[config.mk]
export PLATFORM = sky130hd
export DESIGN_NAME = axis_lrelu_engine
export DESIGN_NICKNAME = d
export VERILOG_FILES = /design/src/lrelu_pkg.sv /design/src/axis_lrelu_engine.sv /design/src/axis_reg_slice_lrelu.sv /design/src/lrelu_config_ctrl.sv /design/src/lrelu_dw_bank.sv /design/src/lrelu_engine.sv
export SDC_FILE = /design/constraint.sdc
export NUM_CORES = 2
export LEC_CHECK = 0
export BUFFER_PORTS_ARGS = -buffer_cell sky130_fd_sc_hd__buf_4
export CAP_MARGIN = 25
export CORE_MARGIN = 8
export CORE_UTILIZATION = 52
export DETAILED_ROUTE_END_ITERATION = 10
export PLACE_DENSITY = 0.69
export SLEW_MARGIN = 40
export SYNTH_ARGS = -nofsm -noshare
export SYNTH_HDL_FRONTEND = slang
export SYNTH_SLANG_ARGS = --single-unit
[constraint.sdc]
create_clock -name aclk -period 11.6 [get_ports aclk]
set_input_delay 1.16 -clock aclk [delete_from_list [all_inputs] [get_ports aclk]]
set_output_delay 1.16 -clock aclk [all_outputs]
set_load 0.02 [all_outputs]
[src/lrelu_pkg.sv]
package lrelu_pkg;

    // Stream geometry
    localparam int UNITS          = 4;   // Lanes per member
    localparam int MEMBERS        = 2;   // Members per wide slave beat
    localparam int MEMBER_BITS    = (MEMBERS > 1) ? $clog2(MEMBERS) : 1;

    // Word widths
    localparam int WORD_WIDTH_IN  = 16;  // Signed accumulator word
    localparam int WORD_WIDTH_OUT = 8;   // Signed output word
    localparam int SCALE_WIDTH    = 8;   // Unsigned per-lane scale
    localparam int BIAS_WIDTH     = 16;  // Signed per-lane bias

    // Requantize and leak
    localparam int REQ_SHIFT      = 6;
    localparam int LEAK_SHIFT     = 3;

    // Scale is zero extended by one bit before the signed multiply
    localparam int PROD_WIDTH     = WORD_WIDTH_IN + SCALE_WIDTH + 1;
    localparam int SUM_WIDTH      = PROD_WIDTH + 1;     // Room for the bias add
    localparam int OUT_MAX        = 2**(WORD_WIDTH_OUT-1) - 1;
    localparam int OUT_MIN        = -(2**(WORD_WIDTH_OUT-1));

    // Bus widths
    localparam int S_DATA_WIDTH   = MEMBERS * UNITS * WORD_WIDTH_IN;  // 128
    localparam int E_DATA_WIDTH   = UNITS * WORD_WIDTH_IN;            // 64
    localparam int M_DATA_WIDTH   = UNITS * WORD_WIDTH_OUT;           // 32

    localparam int ENGINE_LATENCY = 3;   // Multiply/shift, bias, leak/clip

    // Iteration controller
    typedef enum logic [2:0] {
        PASS_S,         // Slave port feeds the width converter
        DRAIN_S,        // Wait for last member to leave converter
        WRITE_SCALE_S,  // First config beat
        WRITE_BIAS_S,   // Second config beat
        COMMIT_S        // Token into engine pipeline
    } config_state_t;

endpackage

[src/axis_lrelu_engine.sv]
module axis_lrelu_engine (
    input  logic                               aclk,
    input  logic                               reset,
    input  logic                               s_axis_tvalid,
    output logic                               s_axis_tready,
    input  logic [lrelu_pkg::S_DATA_WIDTH-1:0] s_axis_tdata,   // Config or MEMBERS x UNITS words
    input  logic                               s_axis_tlast,
    output logic                               m_axis_tvalid,
    input  logic                               m_axis_tready,
    output logic [lrelu_pkg::M_DATA_WIDTH-1:0] m_axis_tdata,   // UNITS x 8 bit
    output logic                               m_axis_tlast
);
    import lrelu_pkg::*;

    logic                    dw_s_valid;
    logic                    dw_s_ready;
    logic                    e_valid;     // Converter to engine
    logic [E_DATA_WIDTH-1:0] e_data;
    logic                    e_last;
    logic                    p_valid;     // Engine to slice
    logic [M_DATA_WIDTH-1:0] p_data;
    logic                    p_last;
    logic                    clken;       // Slice ready, stalls engine and converter
    logic                    scale_we;
    logic                    bias_we;
    logic                    commit;

    lrelu_config_ctrl ctrl (
        .aclk          (aclk         ),
        .reset         (reset        ),
        .s_axis_tvalid (s_axis_tvalid),
        .s_axis_tlast  (s_axis_tlast ),
        .s_axis_tready (s_axis_tready),
        .dw_s_valid    (dw_s_valid   ),
        .dw_s_ready    (dw_s_ready   ),
        .e_valid       (e_valid      ),
        .e_last        (e_last       ),
        .clken         (clken        ),
        .scale_we      (scale_we     ),
        .bias_we       (bias_we      ),
        .commit        (commit       )
    );

    lrelu_dw_bank dw_bank (
        .aclk    (aclk        ),
        .reset   (reset       ),
        .s_valid (dw_s_valid  ),
        .s_ready (dw_s_ready  ),
        .s_data  (s_axis_tdata),
        .s_last  (s_axis_tlast),
        .m_valid (e_valid     ),
        .m_ready (clken       ),
        .m_data  (e_data      ),
        .m_last  (e_last      )
    );

    lrelu_engine engine (
        .aclk        (aclk        ),
        .reset       (reset       ),
        .clken       (clken       ),
        .s_valid     (e_valid     ),
        .s_data      (e_data      ),
        .s_last      (e_last      ),
        .m_valid     (p_valid     ),
        .m_data      (p_data      ),
        .m_last      (p_last      ),
        .scale_we    (scale_we    ),
        .bias_we     (bias_we     ),
        .config_data (s_axis_tdata),  // Full width config beat
        .commit      (commit      )
    );

    axis_reg_slice_lrelu slice (
        .aclk    (aclk         ),
        .reset   (reset        ),
        .s_valid (p_valid      ),
        .s_ready (clken        ),
        .s_data  (p_data       ),
        .s_last  (p_last       ),
        .m_valid (m_axis_tvalid),
        .m_ready (m_axis_tready),
        .m_data  (m_axis_tdata ),
        .m_last  (m_axis_tlast )
    );

endmodule

[src/axis_reg_slice_lrelu.sv]
module axis_reg_slice_lrelu (
    input  logic                               aclk,
    input  logic                               reset,
    input  logic                               s_valid,
    output logic                               s_ready,    // Registered
    input  logic [lrelu_pkg::M_DATA_WIDTH-1:0] s_data,
    input  logic                               s_last,
    output logic                               m_valid,
    input  logic                               m_ready,
    output logic [lrelu_pkg::M_DATA_WIDTH-1:0] m_data,
    output logic                               m_last
);
    import lrelu_pkg::*;

    logic [M_DATA_WIDTH-1:0] skid_data_q;
    logic                    skid_last_q;
    logic                    skid_valid_q;
    logic                    m_valid_q;
    logic                    s_ready_q;
    logic                    s_hs;
    logic                    load_main;   // Input straight into main
    logic                    load_skid;   // Input parked while main stalls
    logic                    unload_skid; // Skid moves up into main

    assign s_hs        = s_valid && s_ready_q;
    assign load_skid   = s_hs && m_valid_q && !m_ready;
    assign load_main   = s_hs && !load_skid;
    assign unload_skid = skid_valid_q && m_ready;

    assign s_ready = s_ready_q;
    assign m_valid = m_valid_q;

    always_ff @(posedge aclk) begin
        if (reset) begin
            m_valid_q    <= 1'b0;
            skid_valid_q <= 1'b0;
            s_ready_q    <= 1'b0;
        end else begin
            if (unload_skid)
                skid_valid_q <= 1'b0;           // Main stays valid with skid word
            else if (load_skid)
                skid_valid_q <= 1'b1;
            if (load_main)
                m_valid_q <= 1'b1;
            else if (m_ready && !skid_valid_q)
                m_valid_q <= 1'b0;              // Drained, nothing behind it
            s_ready_q <= skid_valid_q ? m_ready : !load_skid;
        end
    end

    // Payload
    always_ff @(posedge aclk) begin
        if (unload_skid) begin
            m_data <= skid_data_q;
            m_last <= skid_last_q;
        end else if (load_main) begin
            m_data <= s_data;
            m_last <= s_last;
        end
        if (load_skid) begin
            skid_data_q <= s_data;
            skid_last_q <= s_last;
        end
    end

endmodule

[src/lrelu_config_ctrl.sv]
module lrelu_config_ctrl (
    input  logic aclk,
    input  logic reset,
    input  logic s_axis_tvalid,
    input  logic s_axis_tlast,
    output logic s_axis_tready,
    output logic dw_s_valid,      // Valid towards the width converter
    input  logic dw_s_ready,
    input  logic e_valid,         // Converter output side
    input  logic e_last,
    input  logic clken,           // Engine advance, also config path ready
    output logic scale_we,
    output logic bias_we,
    output logic commit
);
    import lrelu_pkg::*;

    config_state_t state;
    config_state_t state_next;
    logic          s_hs;          // Slave handshake, any state
    logic          s_last_hs;     // Last data beat into converter
    logic          e_last_hs;     // Last member out of converter

    assign s_hs      = s_axis_tvalid && s_axis_tready;
    assign s_last_hs = s_hs && s_axis_tlast;
    assign e_last_hs = e_valid && e_last && clken;

    always_ff @(posedge aclk) begin
        if (reset)
            state <= WRITE_SCALE_S;   // First two beats after reset are config
        else
            state <= state_next;
    end

    // Next state
    always_comb begin
        state_next = state;
        case (state)
            PASS_S: begin
                if (s_last_hs)
                    state_next = DRAIN_S;
            end
            DRAIN_S: begin
                if (e_last_hs)
                    state_next = WRITE_SCALE_S;
            end
            WRITE_SCALE_S: begin
                if (s_hs)
                    state_next = WRITE_BIAS_S;
            end
            WRITE_BIAS_S: begin
                if (s_hs)
                    state_next = COMMIT_S;
            end
            COMMIT_S: begin
                if (clken)                    // Token accepted by engine
                    state_next = PASS_S;
            end
            default: state_next = WRITE_SCALE_S;
        endcase
    end

    // Port steering and strobes
    always_comb begin
        dw_s_valid    = 1'b0;
        s_axis_tready = 1'b0;
        scale_we      = 1'b0;
        bias_we       = 1'b0;
        commit        = 1'b0;
        case (state)
            PASS_S: begin
                dw_s_valid    = s_axis_tvalid;
                s_axis_tready = dw_s_ready;
            end
            WRITE_SCALE_S: begin
                s_axis_tready = clken;
                scale_we      = s_axis_tvalid && clken;   // tlast ignored here
            end
            WRITE_BIAS_S: begin
                s_axis_tready = clken;
                bias_we       = s_axis_tvalid && clken;
            end
            COMMIT_S: begin
                commit = clken;       // One cycle, moves with the pipeline
            end
            default: begin
                // DRAIN_S keeps the slave port blocked
                s_axis_tready = 1'b0;
            end
        endcase
    end

endmodule

[src/lrelu_dw_bank.sv]
module lrelu_dw_bank (
    input  logic                               aclk,
    input  logic                               reset,
    input  logic                               s_valid,
    output logic                               s_ready,
    input  logic [lrelu_pkg::S_DATA_WIDTH-1:0] s_data,
    input  logic                               s_last,
    output logic                               m_valid,
    input  logic                               m_ready,
    output logic [lrelu_pkg::E_DATA_WIDTH-1:0] m_data,
    output logic                               m_last
);
    import lrelu_pkg::*;

    logic [S_DATA_WIDTH-1:0] beat_q;      // Held wide beat
    logic                    beat_last_q; // tlast of held beat
    logic                    full_q;
    logic [MEMBER_BITS-1:0]  member_q;    // Member currently on m_data
    logic                    final_member;
    logic                    s_hs;
    logic                    m_hs;

    assign final_member = (member_q == MEMBER_BITS'(MEMBERS-1));
    assign s_hs         = s_valid && s_ready;
    assign m_hs         = m_valid && m_ready;

    assign s_ready = !full_q;             // Registered, refill one cycle after drain
    assign m_valid = full_q;
    assign m_data  = beat_q[member_q*E_DATA_WIDTH +: E_DATA_WIDTH];  // Low member first
    assign m_last  = beat_last_q && final_member;

    // Occupancy and member index
    always_ff @(posedge aclk) begin
        if (reset) begin
            full_q   <= 1'b0;
            member_q <= '0;
        end else if (s_hs) begin
            full_q   <= 1'b1;
            member_q <= '0;
        end else if (m_hs) begin
            if (final_member) begin
                full_q   <= 1'b0;         // Buffer empty after last member
                member_q <= '0;
            end else begin
                member_q <= member_q + 1'b1;
            end
        end
    end

    // Payload
    always_ff @(posedge aclk) begin
        if (s_hs) begin
            beat_q      <= s_data;
            beat_last_q <= s_last;
        end
    end

endmodule

[src/lrelu_engine.sv]
module lrelu_engine (
    input  logic                               aclk,
    input  logic                               reset,
    input  logic                               clken,      // All stages advance together
    input  logic                               s_valid,
    input  logic [lrelu_pkg::E_DATA_WIDTH-1:0] s_data,
    input  logic                               s_last,
    output logic                               m_valid,
    output logic [lrelu_pkg::M_DATA_WIDTH-1:0] m_data,
    output logic                               m_last,
    input  logic                               scale_we,
    input  logic                               bias_we,
    input  logic [lrelu_pkg::S_DATA_WIDTH-1:0] config_data,
    input  logic                               commit      // Token at stage 1 input
);
    import lrelu_pkg::*;

    logic        [SCALE_WIDTH-1:0]    scale_shadow [UNITS];
    logic        [SCALE_WIDTH-1:0]    scale_active [UNITS];
    logic signed [BIAS_WIDTH-1:0]     bias_shadow  [UNITS];
    logic signed [BIAS_WIDTH-1:0]     bias_active  [UNITS];

    logic        [ENGINE_LATENCY-1:0] valid_q;
    logic        [ENGINE_LATENCY-1:0] last_q;
    logic                             commit_q;   // Token at stage 2 input

    logic signed [PROD_WIDTH-1:0]     s1_d [UNITS];
    logic signed [PROD_WIDTH-1:0]     s1_q [UNITS];
    logic signed [SUM_WIDTH-1:0]      s2_d [UNITS];
    logic signed [SUM_WIDTH-1:0]      s2_q [UNITS];
    logic signed [SUM_WIDTH-1:0]      leak [UNITS];
    logic signed [WORD_WIDTH_OUT-1:0] s3_d [UNITS];
    logic signed [WORD_WIDTH_OUT-1:0] s3_q [UNITS];

    // Shadow registers take the next iteration's config
    always_ff @(posedge aclk) begin
        for (int u = 0; u < UNITS; u++) begin
            if (scale_we)
                scale_shadow[u] <= config_data[u*SCALE_WIDTH +: SCALE_WIDTH];
            if (bias_we)
                bias_shadow[u]  <= config_data[u*BIAS_WIDTH +: BIAS_WIDTH];
        end
    end

    // Active registers follow the token, one stage apart
    always_ff @(posedge aclk) begin
        if (clken && commit)
            scale_active <= scale_shadow;
        if (clken && commit_q)
            bias_active  <= bias_shadow;
    end

    always_comb begin
        for (int u = 0; u < UNITS; u++) begin
            // Stage 1 multiply by scale, requantize
            s1_d[u] = ($signed(s_data[u*WORD_WIDTH_IN +: WORD_WIDTH_IN])
                       * $signed({1'b0, scale_active[u]})) >>> REQ_SHIFT;
            // Stage 2 bias
            s2_d[u] = s1_q[u] + bias_active[u];
            // Stage 3 leak on negatives, then clip
            leak[u] = s2_q[u][SUM_WIDTH-1] ? (s2_q[u] >>> LEAK_SHIFT) : s2_q[u];
            if (leak[u] > OUT_MAX)
                s3_d[u] = WORD_WIDTH_OUT'(OUT_MAX);
            else if (leak[u] < OUT_MIN)
                s3_d[u] = WORD_WIDTH_OUT'(OUT_MIN);
            else
                s3_d[u] = leak[u][WORD_WIDTH_OUT-1:0];
        end
    end

    // Data stages and last, frozen while clken is low
    always_ff @(posedge aclk) begin
        if (clken) begin
            s1_q   <= s1_d;
            s2_q   <= s2_d;
            s3_q   <= s3_d;
            last_q <= {last_q[ENGINE_LATENCY-2:0], s_last};
        end
    end

    // Valid and token
    always_ff @(posedge aclk) begin
        if (reset) begin
            valid_q  <= '0;
            commit_q <= 1'b0;
        end else if (clken) begin
            valid_q  <= {valid_q[ENGINE_LATENCY-2:0], s_valid};
            commit_q <= commit;
        end
    end

    assign m_valid = valid_q[ENGINE_LATENCY-1];
    assign m_last  = last_q[ENGINE_LATENCY-1];

    always_comb begin
        for (int u = 0; u < UNITS; u++)
            m_data[u*WORD_WIDTH_OUT +: WORD_WIDTH_OUT] = s3_q[u];
    end

endmodule

# [Word-level counts from Yosys, hierarchy flattened]
# Cells that the tools add are included.
[totals] reg_bits=614
[op_classes] addsub=5 mul=4 magnitude_cmp=8 eq_ne=9 n_shift=1 mux=30 reduce_logical=30
[ops] operator="128-bit by 8-bit variable part select with 64-bit output" n=1
[ops] operator="26-bit by 8-bit > comparator with 1-bit output, second input constant" n=4
[ops] operator="26-bit by 8-bit less-than comparator with 1-bit output, second input constant" n=4
[ops] operator="26-bit 2-to-1 mux" n=4
[ops] operator="16-bit by 9-bit multiplier with 25-bit output" n=4
[ops] operator="19-bit by 16-bit adder with 20-bit output" n=4
[ops] operator="32-bit 2-to-1 mux" n=2
[ops] operator="8-bit 2-to-1 mux" n=4
[ops] operator="1-bit logical AND" n=16
[ops] operator="3-bit 2-to-1 mux" n=5
[ops] operator="3-bit one-hot mux with 5 select lines" n=1
[ops] operator="1-bit 2-to-1 mux" n=13
[ops] operator="2-bit by 1-bit inequality test with 1-bit output, second input constant" n=5
[ops] operator="2-bit nonzero test" n=4
[ops] operator="3-bit by 2-bit equality test with 1-bit output, second input constant" n=2
[ops] operator="2-bit OR reduction" n=3
[ops] operator="5-bit AND reduction" n=1
[ops] operator="1-bit zero test" n=4
[ops] operator="3-bit by 1-bit equality test with 1-bit output, second input constant" n=1
[ops] operator="3-bit equality test, second input constant" n=1
[ops] operator="3-bit zero test" n=1
[ops] operator="1-bit one-hot mux with 2 select lines" n=1
[ops] operator="2-bit AND reduction" n=1
[ops] operator="1-bit adder, second input constant" n=1

# [Longest topological paths before layout]
[logic_depth] word_depth=7 ltp_mapped=23 mapped_depth_nobuf=20

# [Cells and area by module]
# From an unflattened synthesis, not the netlist that was laid out.
[hier_totals] hier_cells=3401 hier_area_um2=41120.7
[modules_own_cells] module="lrelu_engine" n_inst=1 cells_per_inst=3045 area_per_inst_um2=33469.6 seq_area_each_um2=11581.1
[modules_own_cells] module="lrelu_dw_bank" n_inst=1 cells_per_inst=211 area_per_inst_um2=4823.4 seq_area_each_um2=3913.8
[modules_own_cells] module="axis_reg_slice_lrelu" n_inst=1 cells_per_inst=117 area_per_inst_um2=2622.5 seq_area_each_um2=2042.0
[modules_own_cells] module="lrelu_config_ctrl" n_inst=1 cells_per_inst=28 area_per_inst_um2=205.2 seq_area_each_um2=60.1

# [Least setup slack after synthesis]
# OpenSTA, ideal clock, no wires.
[synth_timing] path_kind="reg-to-reg" from="register slice.s_ready_q, in the netlist slice.s_ready" to="register engine.bias_shadow[0] in the netlist's numbering (enable)" setup_ps=567 arrival_time_ps=9207 required_ps=11033 slack_ps=1826 path_stages_with_launch=3 path_buffers=0 synth_period_minus_slack_ps=9774 cell_sequence="dfxtp_1 -> nand2_1 -> nor3_1"
[synth_between] elab_chain_len=2
[synth_rtl] item="start: declaration" line_no="axis_reg_slice_lrelu.sv:19" rtl="logic s_ready_q;"
[synth_rtl] item="start signal: assignment" line_no="axis_reg_slice_lrelu.sv:47" rtl="s_ready_q <= skid_valid_q ? m_ready : !load_skid;"
[synth_rtl] item="1-bit logical AND" line_no="lrelu_config_ctrl.sv:81" rtl="bias_we = s_axis_tvalid && clken;"
[synth_rtl] item="1-bit 2-to-1 mux" line_no="lrelu_config_ctrl.sv:70" rtl="case (state)"
[synth_rtl] item="via bias_we" line_no="axis_lrelu_engine.sv:25" rtl="logic bias_we;"
[synth_rtl] item="end signal: indexed assignment" line_no="lrelu_engine.sv:41" rtl="bias_shadow[u] <= config_data[u*BIAS_WIDTH +: BIAS_WIDTH];"
[synth_rtl] item="end: declaration" line_no="lrelu_engine.sv:20" rtl="logic signed [BIAS_WIDTH-1:0] bias_shadow [UNITS];"
# The timed path passes the listed nets, and every way through them passes these cells.
# A chain may end at the register's enable or synchronous reset.

==> flow_summary.json <==
{
  "critPathCaptureType": "register",
  "initial_core_util": 0.526,
  "async_reset_ff_frac": 0,
  "timing.critical_path.from_type": "register",
  "setup_viol": 0,
  "die_area_mm2": 0.0875,
  "tightest_slew_ns": 0.792,
  "required_ns": 11.96,
  "timing.fmax_mhz": 150,
  "place.detailed.hpwl_um": 61100,
  "globalRouteOverflowTotal": 0,
  "hold_slack_ns": 0.410,
  "yosys.cell_types.count": 69,
  "tritoncts": "done",
  "final_min_period_over_clock_period": 0.575,
  "vdd_drop_max_uv": 126,
  "synth.yosys.warnings": 0,
  "dr_total_vias": 23973,
  "muxShareOfSynthArea": 0.0328,
  "synth_edf_count": 578,
  "timing.final.ws_setup_ns": 4.93,
  "dp_worst_setup_slack_ns": 4.88,
  "core_area_mm2": 0.0775,
  "synthMostInstantiatedCell": "inv_1",
  "drtAntennaViolNets": 0,
  "postSynthRegisterBits": 590,
  "final.fill_count": 6298,
  "grt_pass1_vias": 25050,
  "min-delay-path-class": "reg -> reg",
  "route.detailed.vias_per_inst": 5.14,
  "cts_max_level": 3,
  "finalCriticalPeriod_ns": 6.67,
  "synth-compound-area-share": 0.0547,
  "synth_top_family_by_area": "adder cells",
  "cts_buffers": 67,
  "cts_root_buf": "clkbuf_16",
  "cts_hold_repair.buffers": 0,
  "dr_drc_count": 0,
  "synth_area_mm2": 0.0407,
  "drt_wl_total_um": 79700,
  "regArea_mm2": 0.0176,
  "antenna_found_initial": 4,
  "netlist_top_cells_area": "edfxtp_1 (43%), fa_1 (20%), ha_1 (8.0%)",
  "postSynthCellCount": 3375,
  "synth_xor_area_frac": 0.0295,
  "fp.dieH_um": 296,
  "critPathKind": "reg -> reg",
  "area_of_combinational_cells_with_multiple_inputs_mm2": 0.0206,
  "clk_pin_slew_ns": 0.06,
  "globalRouteTotalUtil": 0.186,
  "yosysTopAreaCellShare": 0.426,
  "grt_start_max_net_pins": 104,
  "power.density_cell_area_mw_per_mm2": 132,
  "ctsResizeCount": 0,
  "adder_and_majority_cell_fraction_of_the_synthesized_area": 0.280,
  "layout-drive-gt1-share": 0.114,
  "r2r_slack_ns": 4.93,
  "worst_skew_pair.late_latency_ns": 0.61,
  "post_synth_and_or_nand_nor_area_fraction": 0.106,
  "post_synth.cell_area_avg_um2": 12.1,
  "floorplan.rows": 102,
  "top_level_ports": 168,
  "worst_ep_arrival_time_ns": 7.03,
  "cp_max_fo": 36,
  "syn_nets": 4176,
  "slew_viol_final": 0,
  "dieWidth_um": 296,
  "wire_length_of_the_first_global_routing_pass_um": 130000,
  "tritoncts_num_sinks": 590,
  "slew_headroom": 0.457,
  "status": "finished, final reports clean",
  "fin_skew_ns": 0.0230,
  "post_synth_most_frequent_cells": "inv_1 (639), edfxtp_1 (578), fa_1 (408), nand2_1 (261), ha_1 (260)",
  "final_number_of_hold_violating_endpoints": 0,
  "seq_area_frac_synth": 0.432,
  "pleak_nw": 19.7,
  "rsz0062_at_grt": "no",
  "detail_route.iter0.violations": 1335,
  "nets": 4369,
  "cts_buffer_depth": 3,
  "synth.largest_area_cell": "edfxtp_1",
  "placement.io_buffers": 167,
  "drt_pass1_iterations": 5,
  "routabilityCongestion": 0.847,
  "avgRoutedWirePerCell_um": 17.1,
  "max-cap-violations": 0,
  "synthFlopType": "edfxtp_1",
  "area_delta_synth_final_pct": 11.8,
  "total_negative_slack_for_setup_checks_ns": 0,
  "cts_setup_buffers": 0
}
-- critical path, stage by stage, from the launching register on --
cell       delay, ns
dfxtp_4         0.72
buf_4           0.64
mux2i_1         0.65
nor2b_1         0.15
fa_1            0.46
fa_1            0.56
inv_1           0.06
fa_1            0.48
fa_1            0.57
inv_1           0.04
ha_1            0.33
nand3_1         0.10
a21oi_1         0.05
a2111oi_2       0.57
a21oi_1         0.18
o221ai_1        0.33
o211a_1         0.27
nor2b_1         0.17
xnor2_1         0.07
-- per-stage QoR --
step	total power [mW]	util	instance area, µm²	std cells
detailed placement	3.96	0.559	43300	4539
CTS	6.10	0.588	45500	4663
global placement	3.93	0.557	43200	4534
global route	6.36	0.588	45500	4663
floorplan	3.68	-	40700	3375
finish	6.03	0.588	45500	4666
-- kinds of logic after synthesis --
family / count (synthesis)
xor+xnor: 137
buf+inv: 695
simple gates: 835
flops: 590
fa+ha+maj: 668
compound gates: 328
mux: 122
-- path summary, 6_finish.rpt --
check | startpoint | to | cells past startpoint
setup / recovery | dw_bank.final_member | engine.s1_q[91] | 18
hold / removal | engine.scale_shadow[3] | engine.scale_active[3] | 0
setup reg to reg | dw_bank.final_member | engine.s1_q[91] | 18
hold reg to reg | engine.scale_shadow[3] | engine.scale_active[3] | 0
-- area by class of cell --
| type | count | share of cell area |
|---|---|---|
| multi-input cells | 2090 | 0.452 |
| repair buffers | 180 | 0.0316 |
| clock inverters | 46 | 0.0108 |
| clock buffers | 78 | 0.0377 |
| well taps | 1040 | 0.0286 |
| diodes | 3 | 0.000165 |
| flip-flops and latches | 590 | 0.387 |
| inverters | 639 | 0.0527 |
-- layer usage --
| metal | global-route usage | share of wire |
|---|---|---|
| met1 | 0.258 | 0.46 |
| met5 | 0 | 0.00016 |
| met3 | 0.0321 | 0.052 |
| met4 | 0.0435 | 0.017 |
| met2 | 0.308 | 0.47 |
-- flip-flops by register name, summed over array words and instances (netlist names), 64 cells and up --
register / cells
dw_bank.beat_q: 128
engine.s2_q: 80
engine.bias_shadow: 64
engine.bias_active: 64
engine.s1_q: 76
-- power by group --
part           total (mW)  leakage [nW]  switching [mW]  internal, mW
Clock                2.11          1.08           0.884          1.22
Sequential           2.71          5.44          0.0938          2.62
Combinational        1.21          13.1           0.650         0.557
Total                6.03          19.7            1.63          4.40
-- cell usage in the layout (no fill, tap or decap), types with 85 or more instances in the layout --
cell type	instances
mux2_2	85
and2_1	217
fa_1	408
ha_1	260
nor2_1	91
xnor2_1	98
edfxtp_1	578
inv_1	639
a21oi_1	96
nand2_1	260
buf_4	173
(Power assumes the default switching activity.)
